### config.mk
export PLATFORM = sky130hd
export DESIGN_NAME = outrun_video
export DESIGN_NICKNAME = d
export VERILOG_FILES = /design/src/outrun_video_pkg.sv /design/src/video_timing.sv /design/src/char_layer.sv /design/src/colmix.sv /design/src/outrun_video.sv
export VERILOG_INCLUDE_DIRS = /design/src
export SDC_FILE = /design/constraint.sdc
export NUM_CORES = 2
export LEC_CHECK = 0
export BUFFER_PORTS_ARGS = -buffer_cell sky130_fd_sc_hd__clkbuf_2
export CELL_PAD_IN_SITES_DETAIL_PLACEMENT = 1
export CELL_PAD_IN_SITES_GLOBAL_PLACEMENT = 1
export CORE_MARGIN = 2
export CORE_UTILIZATION = 45
export CTS_CLUSTER_DIAMETER = 30
export DETAILED_ROUTE_END_ITERATION = 6
export GPL_ROUTABILITY_DRIVEN = 0
export PLACE_DENSITY = 0.71
export SLEW_MARGIN = 5
export SYNTH_ARGS = -nofsm -noshare
export SYNTH_HDL_FRONTEND = slang
export SYNTH_SLANG_ARGS = --single-unit
### constraint.sdc
create_clock -name clk -period 3.2 [get_ports clk]
set_input_delay 0.16 -clock clk [delete_from_list [all_inputs] [get_ports clk]]
set_output_delay 0.16 -clock clk [all_outputs]
set_load 0.02 [all_outputs]
### src/outrun_video_defs.svh
/*
 Screen geometry, tile map size and interrupt spacing.
 Pixel counts are in pxl_cen periods, line counts in lines.
 Blanking and sync positions must stay inside the totals.
 H_TOTAL must be a multiple of the 8 pixel tile width.
*/
`ifndef OUTRUN_VIDEO_DEFS_SVH
`define OUTRUN_VIDEO_DEFS_SVH

// Horizontal timing in pixels
`define H_TOTAL       96
`define H_ACTIVE      64
`define HS_START      72
`define HS_END        80

// Vertical timing in lines
`define V_TOTAL       40
`define V_ACTIVE      32
`define VS_START      34
`define VS_END        36

// Tile map, 8x8 pixel tiles
`define MAP_COLS      8
`define MAP_ROWS      4

// Line interrupt every this many lines
`define LINE_IRQ_STEP 8

// Graphics ROM address, 9 bit code then 3 bit row
`define ROM_AW        12

`endif

### src/outrun_video_pkg.sv
/*
 Types shared by the video blocks.
 Positions are limited to 7 bit h and 6 bit v, which covers
 the reduced 96x40 total raster only.
 The palette word is one 16 bit word seen raw by the CPU and
 as 5 bit colour fields by the mixer.
*/
package outrun_video_pkg;

    // Raster position with its blanking flags
    typedef struct packed {
        logic [6:0] h;
        logic [5:0] v;
        logic       lhbl;
        logic       lvbl;
    } pxl_pos_t;

    // One character RAM word
    typedef struct packed {
        logic [8:0] code;
        logic [2:0] bank;
        logic [3:0] unused;
    } map_entry_t;

    // Colour fields of a palette word, red in the low bits
    typedef struct packed {
        logic       unused;
        logic [4:0] blue;
        logic [4:0] green;
        logic [4:0] red;
    } pal_rgb_t;

    typedef union packed {
        logic [15:0] raw;
        pal_rgb_t    rgb;
    } pal_word_u;

    // CPU bus, word addressed with active low byte strobes
    typedef struct packed {
        logic [6:0]  addr;
        logic [15:0] dout;
        logic [1:0]  dswn;
    } cpu_bus_t;

    // Palette bank followed by the 4 bit pixel
    typedef logic [6:0] pal_idx_t;

endpackage

### src/video_timing.sv
/*
 Raster counters for the reduced screen.
 All counting happens on pxl_cen only.
 Blanking and sync come straight from the counters, so they
 line up with pos on the same cycle.
*/
`timescale 1ns/100ps
`include "outrun_video_defs.svh"

module video_timing (
    input  logic                       clk,
    input  logic                       rst,
    input  logic                       pxl_cen,
    output outrun_video_pkg::pxl_pos_t pos,
    output logic                       hs,
    output logic                       vs
);

    logic [6:0] hcnt;
    logic [5:0] vcnt;
    logic       h_last;
    logic       v_last;

    assign h_last = hcnt == 7'(`H_TOTAL - 1);
    assign v_last = vcnt == 6'(`V_TOTAL - 1);

    always_ff @(posedge clk, posedge rst) begin
        if (rst) begin
            hcnt <= 7'd0;
            vcnt <= 6'd0;
        end else if (pxl_cen) begin
            if (h_last) begin
                hcnt <= 7'd0;
                // Line done, move down or restart the frame
                if (v_last) begin
                    vcnt <= 6'd0;
                end else begin
                    vcnt <= vcnt + 6'd1;
                end
            end else begin
                hcnt <= hcnt + 7'd1;
            end
        end
    end

    assign pos.h    = hcnt;
    assign pos.v    = vcnt;
    assign pos.lhbl = hcnt < 7'(`H_ACTIVE);
    assign pos.lvbl = vcnt < 6'(`V_ACTIVE);

    // Sync pulses, high active
    assign hs = (hcnt >= 7'(`HS_START)) && (hcnt < 7'(`HS_END));
    assign vs = (vcnt >= 6'(`VS_START)) && (vcnt < 6'(`VS_END));

    // Wrap must happen exactly at the total
    a_h_range: assert property (
        @(posedge clk) disable iff (rst)
        hcnt < 7'(`H_TOTAL)
    );

endmodule

### src/char_layer.sv
/*
 Character tilemap layer, 8x4 map of 8x8 tiles.
 Pixel output trails pos_in by exactly 2 pxl_cen.
 One tile row is fetched ahead from the graphics ROM; the address
 is held until char_ok, and char_ok must be a one clock pulse.
 A row missing at its tile boundary shows pixel 0 and sets the
 sticky rom_late flag. The first tile after reset is never fetched.
*/
`timescale 1ns/100ps
`include "outrun_video_defs.svh"

module char_layer (
    input  logic                       clk,
    input  logic                       rst,
    input  logic                       pxl_cen,
    input  logic                       char_cs,
    input  outrun_video_pkg::cpu_bus_t cpu,
    output logic [15:0]                char_dout,
    input  outrun_video_pkg::pxl_pos_t pos_in,
    output logic [`ROM_AW-1:0]         char_addr,
    input  logic [31:0]                char_data,
    input  logic                       char_ok,
    output outrun_video_pkg::pal_idx_t pix,
    output outrun_video_pkg::pxl_pos_t pos_out,
    output logic                       rom_late
);

    import outrun_video_pkg::*;

    localparam int MAP_AW = $clog2(`MAP_COLS * `MAP_ROWS);

    logic [15:0]       char_ram [`MAP_COLS * `MAP_ROWS];
    logic [MAP_AW-1:0] cpu_addr;
    logic [MAP_AW-1:0] map_addr;
    map_entry_t        map_q;

    pxl_pos_t    pos_d1;
    logic        tile_start;
    logic [6:0]  nxt_h;
    logic [5:0]  nxt_v;
    logic [2:0]  fetch_row;

    logic [1:0]  map_phase;
    logic        issue_wait;
    logic        issue;
    logic        req_pend;
    logic        stale;
    logic        row_valid;
    logic        primed;
    logic [2:0]  bank_pend;
    logic [31:0] next_row;
    logic [2:0]  next_bank;
    logic [31:0] shift;
    logic [2:0]  cur_bank;

    assign cpu_addr = cpu.addr[MAP_AW-1:0];

    // CPU port with byte writes, plus the video read port
    always_ff @(posedge clk) begin
        if (char_cs && !cpu.dswn[0]) begin
            char_ram[cpu_addr][7:0] <= cpu.dout[7:0];
        end
        if (char_cs && !cpu.dswn[1]) begin
            char_ram[cpu_addr][15:8] <= cpu.dout[15:8];
        end
        if (char_cs && (&cpu.dswn)) begin
            char_dout <= char_ram[cpu_addr];
        end
        map_q <= char_ram[map_addr];
    end

    assign tile_start = pxl_cen && (pos_d1.h[2:0] == 3'd0);

    // Position of the tile after the one now starting
    always_comb begin
        nxt_h = pos_d1.h + 7'd8;
        nxt_v = pos_d1.v;
        if (nxt_h >= 7'(`H_TOTAL)) begin
            nxt_h = nxt_h - 7'(`H_TOTAL);
            nxt_v = (pos_d1.v == 6'(`V_TOTAL - 1)) ? 6'd0 : pos_d1.v + 6'd1;
        end
    end

    assign issue = issue_wait && !req_pend;

    // Map read takes two clocks before the ROM request
    always_ff @(posedge clk, posedge rst) begin
        if (rst) begin
            map_phase  <= 2'd0;
            issue_wait <= 1'b0;
            req_pend   <= 1'b0;
            stale      <= 1'b0;
            row_valid  <= 1'b0;
            primed     <= 1'b0;
            char_addr  <= '0;
            rom_late   <= 1'b0;
        end else begin
            map_phase <= {map_phase[0], tile_start};
            if (map_phase[1]) begin
                issue_wait <= 1'b1;
            end
            // Late rows only count once a request has gone out
            if (issue) begin
                issue_wait <= 1'b0;
                req_pend   <= 1'b1;
                primed     <= 1'b1;
                char_addr  <= {map_q.code, fetch_row};
            end
            if (req_pend && char_ok) begin
                req_pend  <= 1'b0;
                stale     <= 1'b0;
                row_valid <= !stale;
            end
            // Boundary consumes the row and drops late data
            if (tile_start) begin
                row_valid <= 1'b0;
                if (primed && !row_valid) begin
                    rom_late <= 1'b1;
                end
                if (req_pend && !char_ok) begin
                    stale <= 1'b1;
                end
            end
        end
    end

    always_ff @(posedge clk) begin
        if (tile_start) begin
            map_addr  <= MAP_AW'(nxt_v[5:3] * `MAP_COLS + nxt_h[6:3]);
            fetch_row <= nxt_v[2:0];
        end
        if (issue) begin
            bank_pend <= map_q.bank;
        end
        if (req_pend && char_ok && !stale) begin
            next_row  <= char_data;
            next_bank <= bank_pend;
        end
    end

    // Position pipeline with the blanking flags
    always_ff @(posedge clk, posedge rst) begin
        if (rst) begin
            pos_d1  <= '0;
            pos_out <= '0;
        end else if (pxl_cen) begin
            pos_d1  <= pos_in;
            pos_out <= pos_d1;
        end
    end

    // Leftmost pixel sits in the top nibble
    always_ff @(posedge clk) begin
        if (pxl_cen) begin
            if (tile_start) begin
                shift    <= row_valid ? {next_row[27:0], 4'd0} : 32'd0;
                cur_bank <= row_valid ? next_bank : 3'd0;
                pix      <= row_valid ? {next_bank, next_row[31:28]} : 7'd0;
            end else begin
                shift <= {shift[27:0], 4'd0};
                pix   <= {cur_bank, shift[31:28]};
            end
        end
    end

    // ROM side must honour the hold rule and answer only requests
    a_addr_hold: assert property (
        @(posedge clk) disable iff (rst)
        (req_pend && !char_ok) |=> $stable(char_addr)
    );

    a_ok_pending: assert property (
        @(posedge clk) disable iff (rst)
        char_ok |-> req_pend
    );

endmodule

### src/colmix.sv
/*
 Colour mixer with 128 entry palette RAM.
 Output colour trails pix by exactly 1 pxl_cen.
 The CPU sees each entry as a raw 16 bit word; pixel value 0 is
 looked up like any other, there is no transparency here.
 RGB is zero whenever out_pos is in blanking.
*/
`timescale 1ns/100ps

module colmix (
    input  logic                       clk,
    input  logic                       rst,
    input  logic                       pxl_cen,
    input  logic                       pal_cs,
    input  outrun_video_pkg::cpu_bus_t cpu,
    output logic [15:0]                pal_dout,
    input  outrun_video_pkg::pal_idx_t pix,
    input  outrun_video_pkg::pxl_pos_t pos_in,
    output logic [4:0]                 red,
    output logic [4:0]                 green,
    output logic [4:0]                 blue,
    output outrun_video_pkg::pxl_pos_t out_pos
);

    import outrun_video_pkg::*;

    pal_word_u pal_ram [128];
    pal_word_u pal_q;
    logic      visible;

    // CPU port, byte masked through the raw view
    always_ff @(posedge clk) begin
        if (pal_cs && !cpu.dswn[0]) begin
            pal_ram[cpu.addr].raw[7:0] <= cpu.dout[7:0];
        end
        if (pal_cs && !cpu.dswn[1]) begin
            pal_ram[cpu.addr].raw[15:8] <= cpu.dout[15:8];
        end
        if (pal_cs && (&cpu.dswn)) begin
            pal_dout <= pal_ram[cpu.addr].raw;
        end
    end

    // Pixel lookup
    always_ff @(posedge clk) begin
        if (pxl_cen) begin
            pal_q <= pal_ram[pix];
        end
    end

    always_ff @(posedge clk, posedge rst) begin
        if (rst) begin
            out_pos <= '0;
        end else if (pxl_cen) begin
            out_pos <= pos_in;
        end
    end

    assign visible = out_pos.lhbl && out_pos.lvbl;

    // Split through the colour fields, black in blanking
    assign red   = visible ? pal_q.rgb.red   : 5'd0;
    assign green = visible ? pal_q.rgb.green : 5'd0;
    assign blue  = visible ? pal_q.rgb.blue  : 5'd0;

endmodule

### src/outrun_video.sv
/*
 Video top level: timing, character layer and colour mixer.
 RGB and out_pos trail the raster counters by 3 pxl_cen.
 hs and vs follow the counters directly, not the RGB output.
 Interrupts act on the counter position: line_intn is active low
 and held through the blanking, vint is a one pxl_cen pulse.
*/
`timescale 1ns/100ps
`include "outrun_video_defs.svh"

module outrun_video (
    input  logic                       clk,
    input  logic                       rst,
    input  logic                       pxl_cen,
    input  logic                       char_cs,
    input  logic                       pal_cs,
    input  outrun_video_pkg::cpu_bus_t cpu,
    output logic [15:0]                char_dout,
    output logic [15:0]                pal_dout,
    output logic [`ROM_AW-1:0]         char_addr,
    input  logic [31:0]                char_data,
    input  logic                       char_ok,
    output logic                       hs,
    output logic                       vs,
    output outrun_video_pkg::pxl_pos_t out_pos,
    output logic [4:0]                 red,
    output logic [4:0]                 green,
    output logic [4:0]                 blue,
    output logic                       vint,
    output logic                       line_intn,
    output logic                       rom_late
);

    import outrun_video_pkg::*;

    pxl_pos_t pos;
    pxl_pos_t char_pos;
    pal_idx_t char_pix;
    logic     lhbl_l;
    logic     lvbl_l;
    logic     irq_line;

    // Non-zero multiples of the step inside the visible lines
    assign irq_line = (pos.v != 6'd0) && (pos.v < 6'(`V_ACTIVE))
                      && ((pos.v % 6'(`LINE_IRQ_STEP)) == 6'd0);

    always_ff @(posedge clk, posedge rst) begin
        if (rst) begin
            line_intn <= 1'b1;
            vint      <= 1'b0;
            lhbl_l    <= 1'b0;
            lvbl_l    <= 1'b0;
        end else if (pxl_cen) begin
            lhbl_l <= pos.lhbl;
            lvbl_l <= pos.lvbl;
            if (!pos.lhbl && lhbl_l && irq_line) begin
                line_intn <= 1'b0;
            end
            if (pos.lhbl) begin
                line_intn <= 1'b1;
            end
            // one pxl_cen wide, at the start of vertical blanking
            vint <= lvbl_l && !pos.lvbl;
        end
    end

    video_timing u_timing (
        .clk     ( clk      ),
        .rst     ( rst      ),
        .pxl_cen ( pxl_cen  ),
        .pos     ( pos      ),
        .hs      ( hs       ),
        .vs      ( vs       )
    );

    char_layer u_char (
        .clk       ( clk       ),
        .rst       ( rst       ),
        .pxl_cen   ( pxl_cen   ),
        .char_cs   ( char_cs   ),
        .cpu       ( cpu       ),
        .char_dout ( char_dout ),
        .pos_in    ( pos       ),
        .char_addr ( char_addr ),
        .char_data ( char_data ),
        .char_ok   ( char_ok   ),
        .pix       ( char_pix  ),
        .pos_out   ( char_pos  ),
        .rom_late  ( rom_late  )
    );

    colmix u_colmix (
        .clk      ( clk      ),
        .rst      ( rst      ),
        .pxl_cen  ( pxl_cen  ),
        .pal_cs   ( pal_cs   ),
        .cpu      ( cpu      ),
        .pal_dout ( pal_dout ),
        .pix      ( char_pix ),
        .pos_in   ( char_pos ),
        .red      ( red      ),
        .green    ( green    ),
        .blue     ( blue     ),
        .out_pos  ( out_pos  )
    );

endmodule

; Word level (Yosys, flattened, before mapping)
; Memories as Yosys holds them, arrays and structs flattened. A register that Yosys moved wholly into a read port is not among the register bits.
; Index checks and enable logic that the tools add are counted.
[totals]
rom_bits = 0
output_inout_bits = 79
latch_bits = 0
word_cells = 122
ff_bits = 168
mem_bits_rw = 2560
mem_count = 2
[op_classes]
n_div = 0
magnitude_cmp = 7
n_mux = 31
n_addsub = 6
multipliers = 0
n_reduce_logical = 40
bitwise_logic = 0
n_shift = 0
eq_ne = 3
[memory_table]
columns = name, words, width, rd, rd_clocked_by_memory_dff, write_ports, line
row1 = u_colmix.pal_ram, 128, 16, 2, 2, 1, colmix.sv:27  ; pal_word_u pal_ram [128];
row2 = u_char.char_ram, 32, 16, 2, 2, 1, char_layer.sv:32  ; logic [15:0] char_ram [`MAP_COLS * `MAP_ROWS];
[ops]
columns = op, n
row1 = $mux W32, 2
row2 = $mux W7, 4
row3 = $mux W5, 5
row4 = $logic_and A1 B1 Y1, 20
row5 = $mux W1, 19
row6 = $ge A7 B7 Y1 const B, 2
row7 = $lt A7 B7 Y1 const B, 2
row8 = $eq A6 B6 Y1 const B, 2
row9 = $lt A6 B6 Y1 const B, 2
row10 = $reduce_and A2 Y1, 5
row11 = $logic_not A1 Y1, 8
row12 = $reduce_bool A2 Y1, 4
row13 = $add A7 B1 Y7 const B, 1
row14 = $add A7 B4 Y7 const B, 1
row15 = $eq A7 B7 Y1 const B, 1
row16 = $sub A7 B7 Y7 const B, 1
row17 = $add A6 B1 Y6 const B, 1
row18 = $ge A6 B6 Y1 const B, 1
row19 = $logic_not A6 Y1, 1
row20 = $mux W6, 1
row21 = $reduce_bool A6 Y1, 1
row22 = $add A5 B1 Y5 const B, 1
row23 = $add A5 B4 Y5, 1
row24 = $logic_not A3 Y1, 1

; Longest topological paths before layout
[depth]
ltp_word = 6
mapped_depth = 10

; Modules after synthesis
; Synthesis repeated with hierarchy kept, for this count alone.
[unflattened]
hier_cells = 7023
hier_area_um2 = 125559.2
[modules_own_cells]
columns = module, area_each_um2, cells_per_inst, n_inst, seq_area_each_um2
row1 = colmix, 96075.9, 5288, 1, 62805.2
row2 = char_layer, 28617.4, 1653, 1, 19869.1
row3 = video_timing, 688.2, 68, 1, 325.3
row4 = outrun_video, 177.7, 14, 1, 101.3

; Worst setup path after synthesis
; Ideal clock, no wire load.
[synth_path]
path_kind = register to register
from = register u_char.pix[0]
to = register u_colmix.pal_q[0] (netlist name), read port of u_colmix.pal_ram (data pin)
setup_slack_ns = 0.122
stages_incl_launch_ff = 8
n_path_buf = 3
period_less_slack_ns = 3.078
arrival_ns = 2.818
setup_time_ns = 0.260
path_cell_list = edfxtp_1 clkbuf_1 buf_2 clkbuf_1 mux4_2 mux4_2 mux4_2 mux2_2
[synth_rtl]
columns = item, line
row1 = "start, declared", char_layer.sv:23  ; output outrun_video_pkg::pal_idx_t pix,
row2 = "start signal, assigned", char_layer.sv:158  ; pix <= row_valid ? {next_bank, next_row[31:28]} : 7'd0;
row3 = "start signal, assigned", char_layer.sv:161  ; pix <= {cur_bank, shift[31:28]};
row4 = "end, declared", colmix.sv:28  ; pal_word_u pal_q;

==> qor.txt <==
Main synth FF type: edfxtp_1
largest family of logic cells by synthesized area: multiplexers
Port Buffers: 141
Core ar.: 274000 µm²
Netlist Area Pre-Place: 124000 µm²
synth top area cells: edfxtp_1, mux4_2, dfrtp_1
number of buffers created by CTS: 569
post-synthesis simple-gate area fraction: 2.70%
DP HPWL: 287000 µm
initial antenna violation count: 49
drt initial violations: 13000
Final nets: 7239
share of cells above drive strength 1: 44.2%
Adder-Cell Fraction of Synth Area: 0.0808%
Initial Util: 45.3%
WP data required: 3.97 ns
Non-Filler Instances: 11300
Slew @ Worst Pin: 1.53 ns
post-synthesis compound-gate area fraction: 2.39%
max-slew violations: 33
PD cells: 743 nW/µm²
die area: 280000 µm²
largest net degree at the start of global routing: 161
first-pass GRT wire length: 639000 µm
later-pin clock latency in the skew report: 1.05 ns
busiest grt layer: met2
DRT Pass-1 Iters: 5
f_max: 298 MHz
die extent in x: 529 µm
RSZ-0062 raised after global routing: yes
grt met2 use: 50.3%
Layout area overhead: 26.0%
Max-slew headroom: -1.75%
Worst setup EP type: flip-flop
Post-Synth XOR/XNOR Area: 0.0848%
post-synth top area share: 65.2%
slack of the critical path: -0.161 ns
Routed WL per cell: 40.5 µm
TritonCTS clock tree: yes
Core Rows: 192
crit path time final: 3.36 ns
syn nets: 6067
detailed-route wire length: 456000 µm
Tot GR Track Use: 32.6%
final setup fails: 15
clock buffer depth: 4
Crit path arrival time: 4.13 ns
synthesized area per cell: 20.7 µm²
multiplexer share of the synthesized area: 26.2%
WS Path Type: reg -> reg
peak supply drop: 0.000550 V
Num Clock Sinks: 2783
fin crit share: 105%
met1 Use GR: 42.1%
Max Cap Violations: 0
Syn. warnings: 0
failing checks: slew limit, setup timing
Root Driver: clkbuf_16
Pleak: 52.0 nW
final core utilization: 57.0%
vias in the first global route: 80000
drt via density: 6.89
Reg clk slew, reported paths: 0.05 ns
most frequent cells in the layout: edfxtp_1, mux4_2, buf_4
Die H: 529 µm
vias post-DR: 77600
ANT nets after route: 0
Synth async-reset ratio: 2.87%
sequential share of the synthesized area: 67.0%
commonest non-fill, non-tap cell in the layout: edfxtp_1
Worst setup SP type: flip-flop
worst-path maximum fanout: 7
FF+latch count, synth: 2783
Final Hold Fails: 0
status: complete, but fails checks
IO Pins: 142
Gate Count Post-Synth: 5996
total congestion overflow: 0
number of distinct library cells after synthesis: 56
GR Layer Usage met3: 8.97%
Synth area leader: edfxtp_1
Placed Cells: 10100
DRC: 0
Hold WC Path Type: in -> reg
Clock Skew: 0.0734 ns
EDFF count, synth: 2691
H-tree levels: 6
==> routing by layer <==
metal | up-vias | part of all wire [%] | routed length (µm)
li1 | 28500 | - | -
met1 | 41200 | 35 | 160000
met2 | 6571 | 47 | 215000
met3 | 1319 | 12 | 55000
met4 | 22 | 5.8 | 26500
met5 | - | 0.061 | 277
==> worst paths after layout <==
| check | start | endpoint | slack [ns] | depth (start not counted) |
|---|---|---|---|---|
| min in group asynchronous | rst | u_char.pos_out[5] | 0.50 | 4 |
| setup / recovery | u_char.pix[0] | u_colmix.pal_q[1] | -0.16 | 8 |
| hold reg to reg | u_char.map_phase[0] | u_char.map_phase[1] | 0.37 | 0 |
| hold / removal | pxl_cen | u_char.pix[5] | 0.11 | 2 |
| setup reg to reg | u_char.pix[0] | u_colmix.pal_q[1] | -0.16 | 8 |
| max in group asynchronous | rst | line_intn | 1.89 | 5 |
==> synth_stat cells (5+ instances only) <==
cell       count
a2111oi_0      6
a211oi_1      45
a21oi_1       78
a221oi_1       5
a22o_1        31
a22oi_1      189
and2_1         8
and3_1        23
buf_1         80
buf_2         73
buf_4         10
clkbuf_1     297
dfrtp_1       79
dfxtp_1       12
edfxtp_1    2691
ha_1           8
inv_1         15
mux2_2        99
mux2i_1       40
mux4_2      1373
nand2_1      247
nand2b_1       8
nand3_1       63
nand4_1       21
nor2_1       355
nor2b_1       22
nor3_1         7
nor4_1        17
o211ai_1      16
o21ai_0       19
o22ai_1        5
xnor2_1        7
xor2_1         5
==> registers in the layout, summed over array words and instances (netlist names), 12 cells and up, named ones only <==
register and flops:
u_colmix.pal_dout 16, u_char.shift 28, u_colmix.out_pos 15, u_char.next_row 32, u_colmix.pal_q 15, u_char.pos_d1 15, u_char.char_addr 12, u_colmix.pal_ram 2048
u_char.char_dout 16, u_char.map_q 12, u_char.pos_out 15, u_char.char_ram 512
==> cell families (layout without fill, tap and decap cells) <==
group                    count (synthesis)  count (layout)
multiplexers                          1512            1512
AND/OR/NAND/NOR                        786             786
XOR/XNOR                                12              12
flip-flops                            2783            2783
other                                    0              31
buffers and inverters                  477            2123
AO/OA/AOI/OAI                          418             418
adder cells (fa/ha/maj)                  8               8
==> worst max-delay path, stage by stage (launching register included) <==
cell and delay [ns]:
edfxtp_1 0.35, buf_6 0.15, buf_12 0.17, buf_16 0.23, buf_12 0.17, mux4_2 0.53, mux4_2 0.62, mux4_2 0.56
mux2_2 0.29
==> final cells by class <==
| cell class | instances | area (µm²) |
|---|---|---|
| clock inverters | 406 | 5000 |
| repair buffers | 1062 | 9790 |
| clock buffers | 639 | 14600 |
| well taps | 3589 | 4490 |
| multi-input cells | 2736 | 39100 |
| fillers | 23400 | 118000 |
| flip-flops and latches | 2783 | 83100 |
| inverters | 16 | 61.3 |
| diodes | 31 | 77.6 |
==> per-stage QoR <==
stage          hold WS [ns]  total power, mW  cell area, µm²  setup TNS, ns  setup WS, ns
2_1_floorplan         0.246             49.6          124000              0         0.122
3_3_place_gp          0.332             54.9          135000          -1.55        -0.154
3_5_place_dp          0.339             55.2          135000          -1.68        -0.147
4_1_cts              0.0601              116          156000         -0.626       -0.0799
5_1_grt              0.0976              118          156000          -1.57        -0.149
6_report              0.114              116          156000          -1.52        -0.161
==> what timing repair did <==
action / CTS / global route
pin swaps: 0 / 0
hold buffers: 88 / 0
endpoints found under the hold margin: 1531 / 0
cloned: 7 / 2
resized for setup: 37 / 17
endpoints found under the setup margin: 15 / 15
setup buffers: 10 / 4
==> report_power, final <==
group | switching (mW) | internal (mW) | total, mW
Combinational | 7.77 | 6.45 | 14.2
Clock | 21.7 | 38.6 | 60.3
Sequential | 0.585 | 40.8 | 41.4
Total | 30.1 | 85.9 | 116
(Power assumes the default switching activity.)
